===== src/rtl/loop_ctrl_pkg.sv =====
package loop_ctrl_pkg;

  // threads allowed inside the loop, equal to the step pipe depth
  localparam int LOOP_LIMIT = 2;

  // occupancy and fill counters
  localparam int CNT_W = 2;

  // exit fifo pointers, log2 of LOOP_LIMIT
  localparam int PTR_W = 1;

  // entry conflict counter in the merge stage
  localparam int CONFLICT_W = 16;

  typedef enum logic [1:0] {
    EMPTY   = 2'b00,
    RUNNING = 2'b01,
    FULL    = 2'b10
  } limiter_state_t;

endpackage


===== src/rtl/loop_types_pkg.sv =====
package loop_types_pkg;

  // thread identifier carried from entry to result
  localparam int TAG_W = 8;

  // width of each euclid operand and of the result
  localparam int OPND_W = 12;

  typedef logic [TAG_W-1:0] tag_t;
  typedef logic [OPND_W-1:0] opnd_t;

endpackage

===== src/rtl/gcd_loop_top.sv =====
`timescale 1ns/1ps

module gcd_loop_top
  import loop_types_pkg::*;
(
  input  logic  clock,
  input  logic  resetn,
  input  logic  in_valid,
  output logic  in_stall,
  input  tag_t  in_tag,
  input  opnd_t in_a,
  input  opnd_t in_b,
  output logic  result_valid,
  input  logic  result_stall,
  output tag_t  result_tag,
  output opnd_t result_gcd
);

  logic  entry_valid;
  logic  entry_stall;
  logic  pipe_valid;
  tag_t  pipe_tag;
  opnd_t pipe_a;
  opnd_t pipe_b;
  logic  back_valid;
  tag_t  back_tag;
  opnd_t back_a;
  opnd_t back_b;
  logic  exit_valid;
  logic  exit_stall;
  tag_t  exit_tag;
  opnd_t exit_gcd;

  // a thread counts as inside until the consumer takes its result,
  // so the exit buffer can never overflow
  loop_limiter loop_limiter_inst (
    .clock       (clock),
    .resetn      (resetn),
    .in_valid    (in_valid),
    .in_stall    (in_stall),
    .entry_valid (entry_valid),
    .entry_stall (entry_stall),
    .exit_valid  (result_valid),
    .exit_stall  (result_stall)
  );

  loop_entry_merge loop_entry_merge_inst (
    .clock       (clock),
    .resetn      (resetn),
    .entry_valid (entry_valid),
    .entry_stall (entry_stall),
    .in_tag      (in_tag),
    .in_a        (in_a),
    .in_b        (in_b),
    .back_valid  (back_valid),
    .back_tag    (back_tag),
    .back_a      (back_a),
    .back_b      (back_b),
    .pipe_valid  (pipe_valid),
    .pipe_tag    (pipe_tag),
    .pipe_a      (pipe_a),
    .pipe_b      (pipe_b)
  );

  gcd_step_pipe gcd_step_pipe_inst (
    .clock      (clock),
    .resetn     (resetn),
    .pipe_valid (pipe_valid),
    .pipe_tag   (pipe_tag),
    .pipe_a     (pipe_a),
    .pipe_b     (pipe_b),
    .back_valid (back_valid),
    .back_tag   (back_tag),
    .back_a     (back_a),
    .back_b     (back_b),
    .exit_valid (exit_valid),
    .exit_tag   (exit_tag),
    .exit_gcd   (exit_gcd)
  );

  loop_exit_buffer loop_exit_buffer_inst (
    .clock        (clock),
    .resetn       (resetn),
    .exit_valid   (exit_valid),
    .exit_stall   (exit_stall),
    .exit_tag     (exit_tag),
    .exit_gcd     (exit_gcd),
    .result_valid (result_valid),
    .result_stall (result_stall),
    .result_tag   (result_tag),
    .result_gcd   (result_gcd)
  );

endmodule


===== src/rtl/loop_exit_buffer.sv =====
`timescale 1ns/1ps

module loop_exit_buffer
  import loop_types_pkg::*;
  import loop_ctrl_pkg::*;
(
  input  logic  clock,
  input  logic  resetn,
  input  logic  exit_valid,
  output logic  exit_stall,
  input  tag_t  exit_tag,
  input  opnd_t exit_gcd,
  output logic  result_valid,
  input  logic  result_stall,
  output tag_t  result_tag,
  output opnd_t result_gcd
);

  tag_t  tag_mem [LOOP_LIMIT];
  opnd_t gcd_mem [LOOP_LIMIT];

  logic [PTR_W-1:0] wr_ptr;
  logic [PTR_W-1:0] rd_ptr;
  logic [CNT_W-1:0] fill;
  logic write;
  logic read;

  assign exit_stall = (fill == CNT_W'(LOOP_LIMIT));
  assign result_valid = (fill != '0);
  assign result_tag = tag_mem[rd_ptr];
  assign result_gcd = gcd_mem[rd_ptr];

  assign write = exit_valid & ~exit_stall;
  assign read = result_valid & ~result_stall;

  always_ff @(posedge clock)
  begin
    if (write)
    begin
      tag_mem[wr_ptr] <= exit_tag;
      gcd_mem[wr_ptr] <= exit_gcd;
    end
  end

  // depth is a power of two, pointers wrap by themselves
  always_ff @(posedge clock or negedge resetn)
  begin
    if (!resetn)
    begin
      wr_ptr <= '0;
      rd_ptr <= '0;
      fill <= '0;
    end
    else
    begin
      if (write)
        wr_ptr <= wr_ptr + PTR_W'(1);
      if (read)
        rd_ptr <= rd_ptr + PTR_W'(1);
      if (write & ~read)
        fill <= fill + CNT_W'(1);
      else if (~write & read)
        fill <= fill - CNT_W'(1);
    end
  end

endmodule


===== src/rtl/gcd_step_pipe.sv =====
`timescale 1ns/1ps

module gcd_step_pipe
  import loop_types_pkg::*;
(
  input  logic  clock,
  input  logic  resetn,
  input  logic  pipe_valid,
  input  tag_t  pipe_tag,
  input  opnd_t pipe_a,
  input  opnd_t pipe_b,
  output logic  back_valid,
  output tag_t  back_tag,
  output opnd_t back_a,
  output opnd_t back_b,
  output logic  exit_valid,
  output tag_t  exit_tag,
  output opnd_t exit_gcd
);

  logic  s1_valid;
  tag_t  s1_tag;
  opnd_t s1_a;
  opnd_t s1_b;
  logic  s1_done;
  logic  s1_a_zero;
  logic  s1_a_gt_b;

  // stage one, compare
  always_ff @(posedge clock or negedge resetn)
  begin
    if (!resetn)
      s1_valid <= 1'b0;
    else
      s1_valid <= pipe_valid;
  end

  always_ff @(posedge clock)
  begin
    s1_tag <= pipe_tag;
    s1_a <= pipe_a;
    s1_b <= pipe_b;
    s1_done <= (pipe_a == pipe_b) | (pipe_a == '0) | (pipe_b == '0);
    s1_a_zero <= (pipe_a == '0);
    s1_a_gt_b <= (pipe_a > pipe_b);
  end

  // stage two, subtract or leave the loop
  always_ff @(posedge clock or negedge resetn)
  begin
    if (!resetn)
    begin
      back_valid <= 1'b0;
      exit_valid <= 1'b0;
    end
    else
    begin
      back_valid <= s1_valid & ~s1_done;
      exit_valid <= s1_valid & s1_done;
    end
  end

  always_ff @(posedge clock)
  begin
    back_tag <= s1_tag;
    exit_tag <= s1_tag;
    if (s1_a_gt_b)
    begin
      back_a <= s1_a - s1_b;
      back_b <= s1_b;
    end
    else
    begin
      back_a <= s1_a;
      back_b <= s1_b - s1_a;
    end
    // equal operands or b zero give a, a zero gives b
    exit_gcd <= s1_a_zero ? s1_b : s1_a;
  end

endmodule


===== src/rtl/loop_entry_merge.sv =====
`timescale 1ns/1ps

module loop_entry_merge
  import loop_types_pkg::*;
(
  input  logic  clock,
  input  logic  resetn,
  input  logic  entry_valid,
  output logic  entry_stall,
  input  tag_t  in_tag,
  input  opnd_t in_a,
  input  opnd_t in_b,
  input  logic  back_valid,
  input  tag_t  back_tag,
  input  opnd_t back_a,
  input  opnd_t back_b,
  output logic  pipe_valid,
  output tag_t  pipe_tag,
  output opnd_t pipe_a,
  output opnd_t pipe_b
);

  // returning thread owns the slot, new thread waits
  assign entry_stall = back_valid;

  assign pipe_valid = back_valid | entry_valid;
  assign pipe_tag = back_valid ? back_tag : in_tag;
  assign pipe_a = back_valid ? back_a : in_a;
  assign pipe_b = back_valid ? back_b : in_b;

endmodule


===== src/rtl/loop_limiter.sv =====
`timescale 1ns/1ps

module loop_limiter
  import loop_ctrl_pkg::*;
(
  input  logic clock,
  input  logic resetn,
  input  logic in_valid,
  output logic in_stall,
  output logic entry_valid,
  input  logic entry_stall,
  input  logic exit_valid,
  input  logic exit_stall
);

  limiter_state_t state;
  limiter_state_t next_state;
  logic [CNT_W-1:0] count;
  logic increment;
  logic decrement;

  // entry only while there is room in the loop
  assign entry_valid = in_valid & (state != FULL);
  assign in_stall = (state == FULL) | entry_stall;

  assign increment = entry_valid & ~entry_stall;
  assign decrement = exit_valid & ~exit_stall;

  always_comb
  begin
    next_state = state;
    case (state)
      EMPTY:
        if (increment & ~decrement)
          next_state = RUNNING;
      RUNNING:
        if (increment & ~decrement & (count == CNT_W'(LOOP_LIMIT - 1)))
          next_state = FULL;
        else if (~increment & decrement & (count == CNT_W'(1)))
          next_state = EMPTY;
      FULL:
        if (~increment & decrement)
          next_state = RUNNING;
      default:
        next_state = EMPTY;
    endcase
  end

  always_ff @(posedge clock or negedge resetn)
  begin
    if (!resetn)
      state <= EMPTY;
    else
      state <= next_state;
  end

  // simultaneous entry and exit leaves the count unchanged
  always_ff @(posedge clock or negedge resetn)
  begin
    if (!resetn)
      count <= '0;
    else if (increment & ~decrement & (state != FULL))
      count <= count + CNT_W'(1);
    else if (~increment & decrement & (state != EMPTY))
      count <= count - CNT_W'(1);
  end

endmodule


===== config.mk =====
export PLATFORM = sky130hd
export DESIGN_NAME = gcd_loop_top
export DESIGN_NICKNAME = d
export VERILOG_FILES = /design/src/rtl/loop_ctrl_pkg.sv /design/src/rtl/loop_types_pkg.sv /design/src/rtl/gcd_loop_top.sv /design/src/rtl/loop_exit_buffer.sv /design/src/rtl/gcd_step_pipe.sv /design/src/rtl/loop_entry_merge.sv /design/src/rtl/loop_limiter.sv
export SDC_FILE = /design/constraint.sdc
export NUM_CORES = 1
export LEC_CHECK = 0
export BUFFER_PORTS_ARGS = -buffer_cell sky130_fd_sc_hd__buf_2
export CAP_MARGIN = 5
export CORE_MARGIN = 2
export CORE_UTILIZATION = 50
export CTS_CLUSTER_SIZE = 30
export DETAILED_ROUTE_END_ITERATION = 16
export GPL_ROUTABILITY_DRIVEN = 0
export PLACE_DENSITY = 0.69
export SLEW_MARGIN = 20
export SYNTH_ARGS = -nofsm -noshare
export SYNTH_HDL_FRONTEND = slang
export SYNTH_SLANG_ARGS = --single-unit

===== constraint.sdc =====
create_clock -name clock -period 2.1 [get_ports clock]
set_input_delay 0.21 -clock clock [delete_from_list [all_inputs] [get_ports clock]]
set_output_delay 0.21 -clock clock [all_outputs]
set_load 0.1 [all_outputs]

==> impl_metrics.py <==
metrics = {
    "worst_setup_path": {
        "r2r_cells": 9,
        "worst_r2r_endpoint": "gcd_step_pipe_inst.s1_a_gt_b",
        "worst_path_most_repeated_cell": "sky130_fd_sc_hd__buf_6",
        "crit_start": "gcd_step_pipe_inst.back_valid",
        "critical_path.max_fanout": 4,
        "crit_path_max_incr_delay_ps": 510,
        "crit_arrival_ps": 2450,
        "critPathLaunchType": "flip-flop",
        "critPathKind": "reg -> reg",
        "nature_of_the_critical_path_endpoint": "flip-flop",
        "critical_path.reg2reg.startpoint": "gcd_step_pipe_inst.back_valid",
        "worstPathCellList": "buf_6, buf_6, mux2_4, ha_4, nand4_1, or2_4, a21oi_2, a211oi_2, a21oi_1",
        "critPathRequiredTime_ps": 2430,
        "ff2ff_setup_slack_ps": -20,
        "critical_path.slowest_cell": "sky130_fd_sc_hd__dfrtp_4",
    },
    "finish": {
        "utilization_pct": 67.6,
        "num_antenna_cells": 0,
        "final_net_count": 713,
        "area_growth_syn_to_fin_pct": 30.4,
        "fin_area_um2": 7780,
        "drive_above_1_share_pct": 34.8,
    },
    "logic_synthesis": {
        "synth-warning-count": 0,
        "number_of_enable_type_register_cells_in_the_synthesized_netlist": 40,
        "synth.ff_latch_count": 130,
        "synth.cells.most_frequent": "sky130_fd_sc_hd__dfxtp_1, sky130_fd_sc_hd__inv_1, sky130_fd_sc_hd__mux2_2",
        "yosys.cell_count.top_type": "sky130_fd_sc_hd__dfxtp_1",
        "syn_area_um2": 5970,
        "mappedNetlistNets": 609,
        "postSynth.topFlopCell": "sky130_fd_sc_hd__dfxtp_1",
        "synthTopCellsByArea": "sky130_fd_sc_hd__dfxtp_1, sky130_fd_sc_hd__edfxtp_1, sky130_fd_sc_hd__mux2_2, sky130_fd_sc_hd__ha_1, sky130_fd_sc_hd__dfrtp_1",
        "synth-seq-area-share_pct": 51.2,
        "synth.largest_area_cell": "sky130_fd_sc_hd__dfxtp_1",
        "synth_top_cell_area_share_pct": 26.5,
        "synth_area_per_cell_um2": 11.2,
        "synth-async-reset-ratio_pct": 8.46,
        "netlist-cell-type-count": 65,
        "synthCells": 535,
    },
    "floorplan": {
        "die_h_um": 113,
        "floorplan.die.width_um": 113,
        "start_util_pct": 51.8,
        "ios": 58,
        "design.core.area_um2": 11500,
        "rows": 39,
        "die_area_um2": 12800,
    },
    "status": {
        "run_status": "finished with violations",
        "violations": "negative setup slack",
    },
    "min_path": {
        "holdCritPathClass": "in -> reg",
        "hold_end": "gcd_step_pipe_inst.s1_tag[7]",
        "hold-path-cell-count": 2,
        "hold_start": "in_tag[7]",
    },
    "cts": {
        "worst_setup_hold_path_clk_slew_ps": 60,
        "sink_count_of_the_clock_tree": 130,
        "cts_made_buffers": 17,
        "htree_levels": 4,
        "tritoncts": "done",
        "cts_max_path_buffers": 2,
        "insertion_delay_ps": 410,
        "clockRootBuffer": "sky130_fd_sc_hd__clkbuf_16",
    },
    "route": {
        "drt-total-wl_um": 14000,
        "vias": 4373,
        "route.detailed.drc": 0,
        "drt-initial-drc-count": 250,
        "drt_pre_antenna_iters": 5,
        "drt-wirelength-per-cell_um": 17.6,
        "vias_per_cell": 5.50,
        "detail-route-antenna-nets": 0,
    },
    "sta": {
        "fin_skew_ps": 11.6,
        "rsz0062_at_grt": "true",
        "max-slew-margin-rel_pct": 33.1,
        "worst_slew_pin_slew_ps": 1000,
        "fmax_ghz": 0.472,
        "finalWorstSetupSlack_ps": -19.9,
        "final-setup-viol-count": 1,
        "finalMaxSlewViolations": 0,
        "final_period_minus_worst_setup_slack_ps": 2120,
        "timing.final.crit_share_pct": 101,
        "report.final.hold_viol_count": 0,
    },
    "run": {
        "max_cap_violations": 0,
    },
    "global_route": {
        "grt_start_max_net_pins": 25,
        "met2_usage_in_global_routing_pct": 33.6,
        "first_global_vias": 4397,
        "groute.layer.met1.usage_pct": 30.3,
        "grtUsageTotal_pct": 21.9,
        "grt_remaining_overflow": 0,
        "initial_antenna_violation_count": 0,
        "grt_first_pass_wirelength_um": 21800,
        "grt.busiest_layer": "met2",
        "grt_use_met3_pct": 3.80,
    },
    "placed_design": {
        "detailed_place.area_um2": 6920,
        "buffer_ports.inserted": 57,
        "detailed_place_hpwl_um": 9820,
    },
}
## flip-flops by register name, indices dropped and copies added (netlist names), 8 cells and up
register,cells
gcd_step_pipe_inst.back_a,12
gcd_step_pipe_inst.back_b,12
gcd_step_pipe_inst.exit_gcd,12
gcd_step_pipe_inst.exit_tag,8
gcd_step_pipe_inst.s1_a,12
gcd_step_pipe_inst.s1_b,12
gcd_step_pipe_inst.s1_tag,8
loop_exit_buffer_inst.gcd_mem,24
loop_exit_buffer_inst.tag_mem,16
## per-layer routing
layer,up-vias,share of wire (%)
li1,2106,-
met1,2069,45
met2,169,47
met3,29,4.9
met4,0,3.2
met5,-,0
## worst max-delay path: cells and delay by family (launching register included)
| kind | cells | cell delay [ps] |
|---|---|---|
| compound gates | 3 | 350 |
| fa+ha+maj | 1 | 260 |
| buf+inv | 2 | 260 |
| flops | 1 | 510 |
| mux | 1 | 320 |
| simple gates | 2 | 340 |
## cell type report
type	count	area (um^2)
Clock buffer	18	429
Tap cell	143	179
Clock inverter	14	154
Inverter	43	161
Sequential cell	130	3070
Multi-Input combinational cell	338	2780
Timing Repair Buffer	109	1010
Fill cell	818	3730
## kinds of logic after synthesis
| family | Yosys count | synth area share [%] |
|---|---|---|
| muxes | 61 | 11.1 |
| DFF | 130 | 51.2 |
| and+or+nand+nor | 120 | 10.6 |
| adders and majority gates | 38 | 8.21 |
| buffers and inverters | 67 | 4.90 |
| AOI/OAI and AO/OA | 101 | 11.3 |
| xor gates and xnor gates | 18 | 2.64 |
## stage by stage
stage | setup WS, ps | TNS [ps] | hold WS [ps] | std cells
after floorplan | 22.4 | 0 | -85.6 | 535
after global placement | -53.4 | -53.4 | 92.6 | 752
after detailed placement | -101 | -164 | 106 | 752
after CTS | 0.129 | 0 | 17.6 | 791
after global routing | -49.1 | -49.1 | 29.0 | 795
final | -19.9 | -19.9 | 31.3 | 795
## placed cells by master, fill, tap and decap left out, types with 17 or more instances in the layout
cell	instances
sky130_fd_sc_hd__inv_1	43
sky130_fd_sc_hd__dfxtp_1	75
sky130_fd_sc_hd__buf_2	36
sky130_fd_sc_hd__a21oi_1	23
sky130_fd_sc_hd__ha_1	28
sky130_fd_sc_hd__buf_12	21
sky130_fd_sc_hd__clkbuf_16	17
sky130_fd_sc_hd__nand2_1	41
sky130_fd_sc_hd__edfxtp_1	40
sky130_fd_sc_hd__buf_4	46
sky130_fd_sc_hd__o21ai_0	26
sky130_fd_sc_hd__mux2_2	41
## how the worst max path moves through the flow
stage | slack (ps) | endpoint | depth (start not counted)
global route | -50 | gcd_step_pipe_inst.s1_a_gt_b | 9
CTS | 0.1 | gcd_step_pipe_inst.back_a[10] | 8
floorplan | 20 | gcd_step_pipe_inst.s1_a_gt_b | 8
finish | -20 | gcd_step_pipe_inst.s1_a_gt_b | 9
global placement | -50 | gcd_step_pipe_inst.s1_a_gt_b | 7
detailed placement | -100 | gcd_step_pipe_inst.s1_a_gt_b | 7
## timing repair
item                                    in CTS  in global routing
endpoints found under the hold margin       11                  0
hold buffers                                 1                  0
endpoints found under the setup margin       7                 12
resized for setup                           12                 35
pin swaps                                    3                 15
setup buffers                                6                  4
Power is left out: the tool's default activity adds up to more than one toggle a clock period on the data nets, which glitch-free logic cannot reach.
